### src/verilog/axi_mem_geom_pkg.sv
/*
 * Channel geometry package
 * Address, data and ID widths of the memory channel
 * Tracker and response queue depths
 */

package axi_mem_geom_pkg;

    // Word address into the 64-word native memory
    localparam int ADDR_WIDTH = 6;
    localparam int DATA_WIDTH = 16;

    // The accelerator issues wider IDs than the memory can return
    localparam int SRC_ID_WIDTH = 6;
    localparam int SINK_ID_WIDTH = 4;

    // Outstanding requests per direction held by the shim
    localparam int TRACK_ENTRIES = 8;
    // Responses buffered per direction inside the memory
    localparam int RESP_QUEUE_ENTRIES = 4;

    typedef logic [ADDR_WIDTH-1:0] t_addr;
    typedef logic [DATA_WIDTH-1:0] t_data;
    typedef logic [SRC_ID_WIDTH-1:0] t_src_id;
    typedef logic [SINK_ID_WIDTH-1:0] t_sink_id;

endpackage

### src/verilog/mem_user_pkg.sv
/*
 * User field layout package
 * Field is { accelerator user, device flags, PIM flags }
 */

package mem_user_pkg;

    // PIM flags sit in the low bits and are only carried back with responses
    localparam int PIM_FLAG_WIDTH = 2;
    // Device flags are the only user bits the native memory sees
    localparam int FIM_USER_WIDTH = 2;
    localparam int FIM_USER_START = PIM_FLAG_WIDTH;
    // Accelerator bits are opaque and returned unchanged
    localparam int AFU_USER_WIDTH = 8;
    localparam int USER_WIDTH = PIM_FLAG_WIDTH + FIM_USER_WIDTH + AFU_USER_WIDTH;

    // Device flag index that limits a write to data bits 7..0
    localparam int FIM_FLAG_LOW_BYTE = 0;

    typedef logic [USER_WIDTH-1:0] t_user;
    typedef logic [FIM_USER_WIDTH-1:0] t_fim_user;

endpackage

### src/verilog/axi_mem_if.sv
/*
 * Single-beat memory channel interface
 * Groups aw, w, b, ar and r with valid/ready handshakes
 * Modports to_sink and to_source
 */
`timescale 1ns/100ps

interface axi_mem_if
    import axi_mem_geom_pkg::*;
#(
    parameter int ID_WIDTH = 4,
    parameter int U_WIDTH = 2
)
(
    input logic clk,
    input logic rst_n
);

    // Write address group
    logic aw_valid;
    logic aw_ready;
    logic [ID_WIDTH-1:0] aw_id;
    t_addr aw_addr;
    logic [U_WIDTH-1:0] aw_user;

    // Write data group, one beat per write
    logic w_valid;
    logic w_ready;
    t_data w_data;

    // Write response group
    logic b_valid;
    logic b_ready;
    logic [ID_WIDTH-1:0] b_id;
    logic [U_WIDTH-1:0] b_user;

    // Read address group
    logic ar_valid;
    logic ar_ready;
    logic [ID_WIDTH-1:0] ar_id;
    t_addr ar_addr;
    logic [U_WIDTH-1:0] ar_user;

    // Read response group
    logic r_valid;
    logic r_ready;
    logic [ID_WIDTH-1:0] r_id;
    t_data r_data;
    logic [U_WIDTH-1:0] r_user;

    // Requester side, which issues requests and accepts responses
    modport to_sink (
        input clk, rst_n,
        output aw_valid, aw_id, aw_addr, aw_user, input aw_ready,
        output w_valid, w_data, input w_ready,
        input b_valid, b_id, b_user, output b_ready,
        output ar_valid, ar_id, ar_addr, ar_user, input ar_ready,
        input r_valid, r_id, r_data, r_user, output r_ready
    );

    // Responder side, which accepts requests and returns responses
    modport to_source (
        input clk, rst_n,
        input aw_valid, aw_id, aw_addr, aw_user, output aw_ready,
        input w_valid, w_data, output w_ready,
        output b_valid, b_id, b_user, input b_ready,
        input ar_valid, ar_id, ar_addr, ar_user, output ar_ready,
        output r_valid, r_id, r_data, r_user, input r_ready
    );

endinterface

### src/verilog/mem_track_fifo.sv
/*
 * Register-array FIFO with first-word fall-through
 * Circular buffer with read and write pointers and an entry count
 */
`timescale 1ns/100ps

module mem_track_fifo
#(
    parameter int N_DATA_BITS = 8,
    parameter int N_ENTRIES = 4
)
(
    input logic clk,
    input logic rst_n,

    input logic enq_en,
    input logic [N_DATA_BITS-1:0] enq_data,
    output logic not_full,

    input logic deq_en,
    output logic [N_DATA_BITS-1:0] first,
    output logic not_empty
);

    typedef logic [$clog2(N_ENTRIES)-1:0] t_ptr;
    typedef logic [$clog2(N_ENTRIES+1)-1:0] t_count;

    logic [N_DATA_BITS-1:0] entries [N_ENTRIES];
    t_ptr wr_ptr;
    t_ptr rd_ptr;
    t_count count;

    logic do_enq;
    logic do_deq;

    // A full FIFO still takes a new entry when the head leaves on the same edge
    assign do_deq = deq_en && (count != '0);
    assign do_enq = enq_en && ((count != t_count'(N_ENTRIES)) || do_deq);

    assign not_full = (count != t_count'(N_ENTRIES));
    assign not_empty = (count != '0);
    // The head entry is visible without a dequeue
    assign first = entries[rd_ptr];

    always_ff @(posedge clk or negedge rst_n)
    begin
        if (!rst_n)
        begin
            wr_ptr <= '0;
            rd_ptr <= '0;
            count <= '0;
        end
        else
        begin
            if (do_enq)
            begin
                wr_ptr <= (wr_ptr == t_ptr'(N_ENTRIES - 1)) ? '0 : wr_ptr + 1'b1;
            end
            if (do_deq)
            begin
                rd_ptr <= (rd_ptr == t_ptr'(N_ENTRIES - 1)) ? '0 : rd_ptr + 1'b1;
            end
            // Count is unchanged when both happen together
            if (do_enq && !do_deq)
            begin
                count <= count + 1'b1;
            end
            else if (do_deq && !do_enq)
            begin
                count <= count - 1'b1;
            end
        end
    end

    // Storage holds payload only
    always_ff @(posedge clk)
    begin
        if (do_enq)
        begin
            entries[wr_ptr] <= enq_data;
        end
    end

endmodule

### src/verilog/axi_mem_user_ext.sv
/*
 * User field and ID extension shim
 * Tracks full request ID and user field in in-order FIFOs
 * Restores them on each response from the narrower sink
 */
`timescale 1ns/100ps

module axi_mem_user_ext
    import axi_mem_geom_pkg::*, mem_user_pkg::*;
(
    axi_mem_if.to_sink mem_sink,
    axi_mem_if.to_source mem_source
);

    logic clk;
    logic rst_n;

    assign clk = mem_sink.clk;
    assign rst_n = mem_sink.rst_n;

    logic wr_not_full;
    logic wr_not_empty;
    t_src_id wr_saved_id;
    t_user wr_saved_user;

    logic rd_not_full;
    logic rd_not_empty;
    t_src_id rd_saved_id;
    t_user rd_saved_user;

    // Write tracker holds one entry per write still waiting for its b response
    mem_track_fifo #(
        .N_DATA_BITS(SRC_ID_WIDTH + USER_WIDTH),
        .N_ENTRIES(TRACK_ENTRIES)
    ) wr_track (
        .clk,
        .rst_n,
        .enq_en(mem_source.aw_valid && mem_source.aw_ready),
        .enq_data({mem_source.aw_id, mem_source.aw_user}),
        .not_full(wr_not_full),
        .deq_en(mem_source.b_valid && mem_source.b_ready),
        .first({wr_saved_id, wr_saved_user}),
        .not_empty(wr_not_empty)
    );

    // Read tracker works the same way for ar and r
    mem_track_fifo #(
        .N_DATA_BITS(SRC_ID_WIDTH + USER_WIDTH),
        .N_ENTRIES(TRACK_ENTRIES)
    ) rd_track (
        .clk,
        .rst_n,
        .enq_en(mem_source.ar_valid && mem_source.ar_ready),
        .enq_data({mem_source.ar_id, mem_source.ar_user}),
        .not_full(rd_not_full),
        .deq_en(mem_source.r_valid && mem_source.r_ready),
        .first({rd_saved_id, rd_saved_user}),
        .not_empty(rd_not_empty)
    );

    always_comb
    begin
        // Requests are hidden from the sink while a tracker is full, so both
        // sides of the shim always accept on the same edge
        mem_sink.aw_valid = mem_source.aw_valid && wr_not_full;
        mem_source.aw_ready = mem_sink.aw_ready && wr_not_full;
        mem_sink.aw_id = mem_source.aw_id[SINK_ID_WIDTH-1:0];
        mem_sink.aw_addr = mem_source.aw_addr;
        // Only the device flags reach the memory
        mem_sink.aw_user = mem_source.aw_user[FIM_USER_START +: FIM_USER_WIDTH];

        mem_sink.w_valid = mem_source.w_valid;
        mem_source.w_ready = mem_sink.w_ready;
        mem_sink.w_data = mem_source.w_data;

        // A response can never be older than the oldest tracked request
        mem_source.b_valid = mem_sink.b_valid && wr_not_empty;
        mem_sink.b_ready = mem_source.b_ready && wr_not_empty;
        mem_source.b_id = {wr_saved_id[SRC_ID_WIDTH-1:SINK_ID_WIDTH], mem_sink.b_id};
        mem_source.b_user = wr_saved_user;

        mem_sink.ar_valid = mem_source.ar_valid && rd_not_full;
        mem_source.ar_ready = mem_sink.ar_ready && rd_not_full;
        mem_sink.ar_id = mem_source.ar_id[SINK_ID_WIDTH-1:0];
        mem_sink.ar_addr = mem_source.ar_addr;
        mem_sink.ar_user = mem_source.ar_user[FIM_USER_START +: FIM_USER_WIDTH];

        mem_source.r_valid = mem_sink.r_valid && rd_not_empty;
        mem_sink.r_ready = mem_source.r_ready && rd_not_empty;
        // Upper ID bits come from the tracker, low bits from the sink
        mem_source.r_id = {rd_saved_id[SRC_ID_WIDTH-1:SINK_ID_WIDTH], mem_sink.r_id};
        mem_source.r_user = rd_saved_user;
        mem_source.r_data = mem_sink.r_data;
    end

endmodule

### src/verilog/axi_mem_model.sv
/*
 * Native in-order memory
 * 64-word array with a low-byte write flag
 * Read and write response queues
 */
`timescale 1ns/100ps

module axi_mem_model
    import axi_mem_geom_pkg::*, mem_user_pkg::*;
(
    axi_mem_if.to_source mem
);

    logic clk;
    logic rst_n;

    assign clk = mem.clk;
    assign rst_n = mem.rst_n;

    t_data mem_array [2**ADDR_WIDTH];

    logic wr_accept;
    logic rd_accept;
    logic wr_not_full;
    logic wr_not_empty;
    t_sink_id wr_resp_id;
    logic rd_not_full;
    logic rd_not_empty;
    t_sink_id rd_resp_id;
    t_data rd_resp_data;

    // A write needs address and data together and room for its response
    assign wr_accept = mem.aw_valid && mem.w_valid && wr_not_full;
    assign rd_accept = mem.ar_valid && mem.ar_ready;

    assign mem.aw_ready = wr_accept;
    assign mem.w_ready = wr_accept;
    // Read ready only answers a pending request with room for its response
    assign mem.ar_ready = mem.ar_valid && rd_not_full;

    // Write responses carry only the ID
    mem_track_fifo #(
        .N_DATA_BITS(SINK_ID_WIDTH),
        .N_ENTRIES(RESP_QUEUE_ENTRIES)
    ) wr_queue (
        .clk,
        .rst_n,
        .enq_en(wr_accept),
        .enq_data(mem.aw_id),
        .not_full(wr_not_full),
        .deq_en(mem.b_valid && mem.b_ready),
        .first(wr_resp_id),
        .not_empty(wr_not_empty)
    );

    // Read data is captured at acceptance, before a write on the same edge lands
    mem_track_fifo #(
        .N_DATA_BITS(SINK_ID_WIDTH + DATA_WIDTH),
        .N_ENTRIES(RESP_QUEUE_ENTRIES)
    ) rd_queue (
        .clk,
        .rst_n,
        .enq_en(rd_accept),
        .enq_data({mem.ar_id, mem_array[mem.ar_addr]}),
        .not_full(rd_not_full),
        .deq_en(mem.r_valid && mem.r_ready),
        .first({rd_resp_id, rd_resp_data}),
        .not_empty(rd_not_empty)
    );

    // Responses appear the cycle after acceptance, once the queue holds them
    assign mem.b_valid = wr_not_empty;
    assign mem.b_id = wr_resp_id;
    assign mem.b_user = '0;

    assign mem.r_valid = rd_not_empty;
    assign mem.r_id = rd_resp_id;
    assign mem.r_data = rd_resp_data;
    assign mem.r_user = '0;

    always_ff @(posedge clk or negedge rst_n)
    begin
        if (!rst_n)
        begin
            for (int i = 0; i < 2**ADDR_WIDTH; i++)
            begin
                mem_array[i] <= '0;
            end
        end
        else if (wr_accept)
        begin
            // Low-byte writes keep the upper byte of the stored word
            if (mem.aw_user[FIM_FLAG_LOW_BYTE])
            begin
                mem_array[mem.aw_addr][7:0] <= mem.w_data[7:0];
            end
            else
            begin
                mem_array[mem.aw_addr] <= mem.w_data;
            end
        end
    end

endmodule

### src/verilog/axi_mem_top.sv
/*
 * Memory channel adapter top level
 * Plain channel ports, shim and native memory
 */
`timescale 1ns/100ps

module axi_mem_top
    import axi_mem_geom_pkg::*, mem_user_pkg::*;
(
    input logic clk,
    input logic rst_n,

    input logic aw_valid,
    output logic aw_ready,
    input t_src_id aw_id,
    input t_addr aw_addr,
    input t_user aw_user,

    input logic w_valid,
    output logic w_ready,
    input t_data w_data,

    output logic b_valid,
    input logic b_ready,
    output t_src_id b_id,
    output t_user b_user,

    input logic ar_valid,
    output logic ar_ready,
    input t_src_id ar_id,
    input t_addr ar_addr,
    input t_user ar_user,

    output logic r_valid,
    input logic r_ready,
    output t_src_id r_id,
    output t_data r_data,
    output t_user r_user
);

    // Accelerator side carries full IDs and the whole user field
    axi_mem_if #(.ID_WIDTH(SRC_ID_WIDTH), .U_WIDTH(USER_WIDTH)) src_if (.clk, .rst_n);
    // Memory side carries short IDs and device flags only
    axi_mem_if #(.ID_WIDTH(SINK_ID_WIDTH), .U_WIDTH(FIM_USER_WIDTH)) sink_if (.clk, .rst_n);

    // Requests and response readies enter the source channel
    assign src_if.aw_valid = aw_valid;
    assign src_if.aw_id = aw_id;
    assign src_if.aw_addr = aw_addr;
    assign src_if.aw_user = aw_user;
    assign src_if.w_valid = w_valid;
    assign src_if.w_data = w_data;
    assign src_if.b_ready = b_ready;
    assign src_if.ar_valid = ar_valid;
    assign src_if.ar_id = ar_id;
    assign src_if.ar_addr = ar_addr;
    assign src_if.ar_user = ar_user;
    assign src_if.r_ready = r_ready;

    // Request readies and responses leave it
    assign aw_ready = src_if.aw_ready;
    assign w_ready = src_if.w_ready;
    assign b_valid = src_if.b_valid;
    assign b_id = src_if.b_id;
    assign b_user = src_if.b_user;
    assign ar_ready = src_if.ar_ready;
    assign r_valid = src_if.r_valid;
    assign r_id = src_if.r_id;
    assign r_data = src_if.r_data;
    assign r_user = src_if.r_user;

    axi_mem_user_ext u_user_ext (
        .mem_sink(sink_if.to_sink),
        .mem_source(src_if.to_source)
    );

    axi_mem_model u_mem (
        .mem(sink_if.to_source)
    );

endmodule

### config.mk
export PLATFORM = sky130hd
export DESIGN_NAME = axi_mem_top
export DESIGN_NICKNAME = d
export VERILOG_FILES = /design/src/verilog/axi_mem_geom_pkg.sv /design/src/verilog/mem_user_pkg.sv /design/src/verilog/axi_mem_if.sv /design/src/verilog/mem_track_fifo.sv /design/src/verilog/axi_mem_user_ext.sv /design/src/verilog/axi_mem_model.sv /design/src/verilog/axi_mem_top.sv
export SDC_FILE = /design/constraint.sdc
export NUM_CORES = 2
export LEC_CHECK = 0
export BUFFER_PORTS_ARGS = -buffer_cell sky130_fd_sc_hd__buf_2
export CAP_MARGIN = 20
export CORE_ASPECT_RATIO = 0.7
export CORE_UTILIZATION = 53
export DETAILED_ROUTE_END_ITERATION = 16
export PLACE_DENSITY = 0.68
export SYNTH_ARGS = -nofsm -noshare
export SYNTH_HDL_FRONTEND = slang
export SYNTH_HIERARCHICAL = 1
export SYNTH_SLANG_ARGS = --single-unit
### constraint.sdc
create_clock -name clk -period 4.8 [get_ports clk]
set_input_delay 0.24 -clock clk [delete_from_list [all_inputs] [get_ports clk]]
set_output_delay 0.24 -clock clk [all_outputs]
set_load 0.01 [all_outputs]
# Word level (Yosys, flattened, before mapping)
# Memories as Yosys holds them, arrays and structs flattened.
# Index checks and enable logic that the tools add are counted.
[totals] ff_bits=1058 ram_bits=384 input_bits=71 out_inout_bits=57 wordCells=202 n_memories=4
[memory_table] memory="u_user_ext.rd_track.entries" depth=8 width=18 rd=1 rd_ports_with_merged_regs=0 write_ports=1 line="mem_track_fifo.sv:28" rtl="logic [N_DATA_BITS-1:0] entries [N_ENTRIES];"
[memory_table] memory="u_user_ext.wr_track.entries" depth=8 width=18 rd=1 rd_ports_with_merged_regs=0 write_ports=1 line="mem_track_fifo.sv:28"
[memory_table] memory="u_mem.rd_queue.entries" depth=4 width=20 rd=1 rd_ports_with_merged_regs=0 write_ports=1 line="mem_track_fifo.sv:28"
[memory_table] memory="u_mem.wr_queue.entries" depth=4 width=4 rd=1 rd_ports_with_merged_regs=0 write_ports=1 line="mem_track_fifo.sv:28"
[classes] addsub=16 n_lt_le_gt_ge=3 eq_ne=12 n_mux=34 bitwise_logic=2 reduce_logical=55
[ops] op="1024-bit bitwise mux" count=2
[ops] op="1024-bit 2-to-1 mux" count=1
[ops] op="16-bit demux with 6-bit select" count=2
[ops] op="16-bit binary-select mux with 6-bit select" count=1
[ops] op="16-bit 2-to-1 mux" count=3
[ops] op="1-bit logical AND" count=35
[ops] op="3-bit 2-to-1 mux" count=8
[ops] op="3-bit by 1-bit adder with 3-bit output, second input constant" count=6
[ops] op="4-bit 2-to-1 mux" count=4
[ops] op="7-bit >= comparator, second input constant" count=2
[ops] op="6-bit NOT with 7-bit output" count=2
[ops] op="3-bit == test, second input constant" count=4
[ops] op="2-bit by 1-bit adder with 2-bit output, second input constant" count=4
[ops] op="4-bit by 1-bit adder with 4-bit output, second input constant" count=2
[ops] op="2-bit == test, second input constant" count=4
[ops] op="1-bit logical NOT" count=8
[ops] op="1-bit 2-to-1 mux" count=8
[ops] op="2-bit 2-to-1 mux" count=4
[ops] op="8-bit 2-to-1 mux" count=1
[ops] op="4-bit inequality test, second input constant" count=2
[ops] op="2-bit nonzero test" count=4
[ops] op="4-bit nonzero test" count=2
[ops] op="4-bit by 1-bit subtractor with 4-bit output, second input constant" count=2
[ops] op="7-bit by 1-bit < comparator with 1-bit output, second input constant" count=1
[ops] op="4 further kinds" count=10

# Depth between registers and ports, before layout
[logic_depth] depth_word=11 depth_mapped=13

# Cells and area by module
# Netlist, hierarchy kept.
[modules_own_cells] mod="axi_mem_model" n_inst=1 cells_per_inst=2994 area_per_inst_um2=47245.3 seq_area_each_um2=25624.6
[modules_own_cells] mod="mem_track_fifo (u_user_ext.rd_track)" n_inst=1 cells_per_inst=273 area_per_inst_um2=6092.1 seq_area_each_um2=4574.4
[modules_own_cells] mod="mem_track_fifo (u_user_ext.wr_track)" n_inst=1 cells_per_inst=271 area_per_inst_um2=6078.3 seq_area_each_um2=4574.4
[modules_own_cells] mod="mem_track_fifo (u_mem.rd_queue)" n_inst=1 cells_per_inst=140 area_per_inst_um2=3320.7 seq_area_each_um2=2577.5
[modules_own_cells] mod="mem_track_fifo (u_mem.wr_queue)" n_inst=1 cells_per_inst=57 area_per_inst_um2=1022.2 seq_area_each_um2=655.6
[modules_own_cells] mod="axi_mem_user_ext" n_inst=1 cells_per_inst=78 area_per_inst_um2=571.8 seq_area_each_um2=0.0

# Least setup slack after synthesis
# No wires, ideal clock.
[synth_path] path_kind="reg2reg" start="register u_user_ext.wr_track.count[3]" end="memory u_user_ext/wr_track/entries[4][0] (netlist name), enable pin" arrival_ns=3.301 setup_slack_ns=1.053 path_stages_with_launch=8 synth_period_minus_slack_ns=3.747 path_cell_list="dfrtp_1 -> or4b_4 -> and2_2 -> nand3_1 -> inv_1 -> and3_1 -> o21ai_4 -> nor4b_1"
[synth_via] elab_chain_len=9 elab_cells_between_ends=14
[synth_rtl] element="start, declared" line="mem_track_fifo.sv:31" rtl="t_count count;"
[synth_rtl] element="start signal, assigned" line="mem_track_fifo.sv:66" rtl="count <= count + 1'b1;"
[synth_rtl] element="start signal, assigned" line="mem_track_fifo.sv:70" rtl="count <= count - 1'b1;"
[synth_rtl] element="4-bit inequality test" line="mem_track_fifo.sv:40" rtl="assign not_full = (count != t_count'(N_ENTRIES));"
[synth_rtl] element="via u_user_ext.wr_not_full" line="axi_mem_user_ext.sv:21" rtl="logic wr_not_full;"
[synth_rtl] element="1-bit logical AND" line="axi_mem_user_ext.sv:65" rtl="mem_sink.aw_valid = mem_source.aw_valid && wr_not_full;"
[synth_rtl] element="via sink_if.aw_valid" line="axi_mem_if.sv:20" rtl="logic aw_valid;"
[synth_rtl] element="1-bit logical AND (2 in series)" line="axi_mem_model.sv:33" rtl="assign wr_accept = mem.aw_valid && mem.w_valid && wr_not_full;"
[synth_rtl] element="via sink_if.aw_ready" line="axi_mem_if.sv:21" rtl="logic aw_ready;"
[synth_rtl] element="1-bit logical AND" line="axi_mem_user_ext.sv:66" rtl="mem_source.aw_ready = mem_sink.aw_ready && wr_not_full;"
[synth_rtl] element="1-bit logical AND" line="axi_mem_user_ext.sv:38" rtl=".enq_en(mem_source.aw_valid && mem_source.aw_ready),"
[synth_rtl] element="1-bit logical AND" line="mem_track_fifo.sv:38" rtl="assign do_enq = enq_en && ((count != t_count'(N_ENTRIES)) || do_deq);"
[synth_rtl] element="1-bit 2-to-1 mux" line="mem_track_fifo.sv:78" rtl="if (do_enq)"
[synth_rtl] element="1-bit 2-to-1 mux (not written as such)" line="mem_track_fifo.sv:80" rtl="entries[wr_ptr] <= enq_data;"
[synth_rtl] element="end, declared" line="mem_track_fifo.sv:28"
# The timed path passes the listed nets, and every way through them passes these cells.

# Final worst setup path
[layout_path] start="register u_user_ext.wr_track.count[0]" end="register u_user_ext.wr_track.count[3]"
[layout_via] elab_chain_len=10 elab_cells_between_ends=21
[layout_rtl] element="4-bit inequality test *" line="mem_track_fifo.sv:40"
[layout_rtl] element="via u_user_ext.wr_not_full" line="axi_mem_user_ext.sv:21"
[layout_rtl] element="1-bit logical AND *" line="axi_mem_user_ext.sv:65"
[layout_rtl] element="via sink_if.aw_valid" line="axi_mem_if.sv:20"
[layout_rtl] element="1-bit logical AND * (2 in series)" line="axi_mem_model.sv:33"
[layout_rtl] element="1-bit logical AND *" line="axi_mem_user_ext.sv:66"
[layout_rtl] element="1-bit logical AND *" line="axi_mem_user_ext.sv:38"
[layout_rtl] element="1-bit logical AND *" line="mem_track_fifo.sv:38"
[layout_rtl] element="via u_user_ext.wr_track.do_enq" line="mem_track_fifo.sv:33" rtl="logic do_enq;"
[layout_rtl] element="1-bit logical NOT" line="mem_track_fifo.sv:68" rtl="else if (do_deq && !do_enq)"
[layout_rtl] element="1-bit logical AND" line="mem_track_fifo.sv:68"
[layout_rtl] element="2-bit nonzero test (no source line)"
# Mark *: on every way through the listed nets, which the timed path passes. The rest lies on a longest branch. The select of a mux whose other input is x is not followed.
# A chain may end at the register's enable or synchronous reset.

==> metrics.cfg <==
[outcome]
status=complete, but fails checks
violations=DRC

[place]
routabilityCongestion=0.848
hpwl_um=94700
post-place-ws_ns=1.22
numPortBuffers=127

[grt]
globalRouteOverflowTotal=0
antenna_found_initial=8
grt_usage_pct=25.9
grt_pass1_vias=34700
grt_pass1_wl_um=227000
grt_max_degree=138

[cts]
path_clk_slew_ns=0.06
cts_tree=built
cts.sinks=1378
numCtsBuffers=135
cts_buffer_depth=3
clock_latency_ns=0.77
htreeDepth=4
cts_root_buffer=clkbuf_16

[timing]
fin_tns_setup_ns=0
worst_clock_skew_ns=0.0188
hold_violations=0
worst_slack_ns=1.22
fin_crit_ns=3.58
slew-limit-headroom_pct=27.1
finalMaxSlewViolations=0
fmax_ghz=0.279
worst_slew_pin_slew_ns=1.09
rsz0062_at_grt=no
finalCritPeriodShare_pct=74.5
setup_viol_count_final=0

[routing]
drt-initial-drc-count=2517
wl_um=149000
vias=33600
wl_per_cell_um=27.4
drc=6
postRouteAntennaNets=0
vias_per_cell=6.17
dr.pass1.iters=13

[floorplanning]
fp.coreArea_mm2=0.115
io_pins=128
initial_core_util_pct=53.6
die_x_um=410
die_area_mm2=0.118
row_count=104
die-height_um=288

[power]
ir_drop_mv=0.382
power_density_mw_per_mm2=435
switching_power_mw=7.90
switching_share_pct=26.4
leakage_nw=30.0
p_seq_share_pct=46.9
pwr-share-comb_pct=17.4
power.total_mw=29.9
p_int_mw=22.0
p_clk_share_pct=35.8

[critical_path]
slowest_stage=or4b_4
path_buf_inv=3
critical_path.cell_chain=or4b_4 > and2_2 > nand3_1 > inv_1 > and3_1 > o21ai_4 > inv_1 > ha_1 > inv_1 > ha_1 > or4_1 > o211ai_1 > o211ai_1
required_ns=5.44
critPathKind=reg2reg
path_common_cell=inv_1
crit_path_end_kind=register
crit_path_start_kind=register
critPathTopFamily=simple AND/OR/NAND/NOR gates
cpPeakStageDelay_ns=0.59
worstPathArrival_ns=4.22
crit_fanout=8

[hold_path]
hp-class=in2reg

[yosys]
synthCells=3717
netlist_area_mm2=0.0619
yosys_warnings=6
syn-num-nets=3818
syn-mean-instance-area_um2=16.7

[final_layout]
area_delta_synth_final_pct=11.0
layout-drive-gt1-share_pct=52.2
fill_cells=8621
nets=3897

[flow_run]
drv_cap=0

[metrics by stage]
stage / area [um^2] / hold WS, ns / utilization (%) / cells
floorplan: 61900 / -0.0556 / - / 3717
global placement: 63900 / 0.317 / 55.3 / 5157
detailed placement: 63900 / 0.316 / 55.3 / 5157
CTS: 68700 / 0.0726 / 59.5 / 5438
global route: 68700 / 0.131 / 59.6 / 5441
finish: 68700 / 0.111 / 59.6 / 5442
[routing by layer]
| metal | vias up | GRT usage [%] | share of wire (%) |
|---|---|---|---|
| met3 | 188 | 7.31 | 7.7 |
| met4 | 6 | 6.51 | 1.8 |
| met5 | - | 0 | 0.024 |
| li1 | 14200 | - | - |
| met2 | 887 | 35.7 | 43 |
| met1 | 18300 | 40.3 | 48 |
[final timing paths]
path,from,to,slack [ns],cells past startpoint
max in group asynchronous,rst_n,u_mem/mem_array[220],3.31,3
hold reg to reg,u_mem/wr_queue/count[2],u_mem/wr_queue/count[2],0.48,1
hold / removal,aw_user[2],u_user_ext/wr_track/entries[7][2],0.11,1
setup reg to reg,u_user_ext/wr_track/count[0],u_user_ext/wr_track/count[3],1.22,13
min in group asynchronous,rst_n,async pin,0.12,2
setup / recovery,u_user_ext/wr_track/count[0],u_user_ext/wr_track/count[3],1.22,13
[layout by cell type, fill, tap and decap left out, types with 19 or more instances in the layout]
master	n
a21oi_1	32
buf_2	121
buf_4	93
clkbuf_1	34
clkbuf_16	138
clkbuf_8	24
dfrtp_1	1056
dlygate4sd3_1	36
edfxtp_1	320
ha_1	26
mux2_2	1074
mux2i_1	39
mux4_2	343
nand2_1	71
nand2_2	20
nor2_1	30
nor2_2	51
nor3_2	44
o21ai_0	37
o22ai_1	19
[area by class of cell]
type	count	area (um^2)	area share (%)
sequential	1378	36100	52.5
antenna	1	2.50	0.00364
clock buffer	197	3920	5.70
clock inverter	48	562	0.817
multi-input combinational	1999	24200	35.2
timing repair buffer	269	2010	2.93
inverter	13	48.8	0.0710
tap	1537	1920	2.80
[power groups by stage]
stage,clock network (mW),logic [mW],registers [mW]
final,10.7,5.20,14.0
after global routing,11.4,5.65,14.2
after CTS,11.0,5.11,14.1
after detailed placement,0,5.07,14.3
after global placement,0,4.97,14.3
after floorplan,0,4.03,13.9
[what timing repair did]
| action | in CTS | in global routing |
|---|---|---|
| gates resized for setup | 0 | 0 |
| endpoints found under the hold margin | 315 | 0 |
| hold buffers | 36 | 0 |
| setup endpoints to repair | 0 | 0 |
| buffers inserted | 0 | 0 |
(Power assumes the default switching activity.)
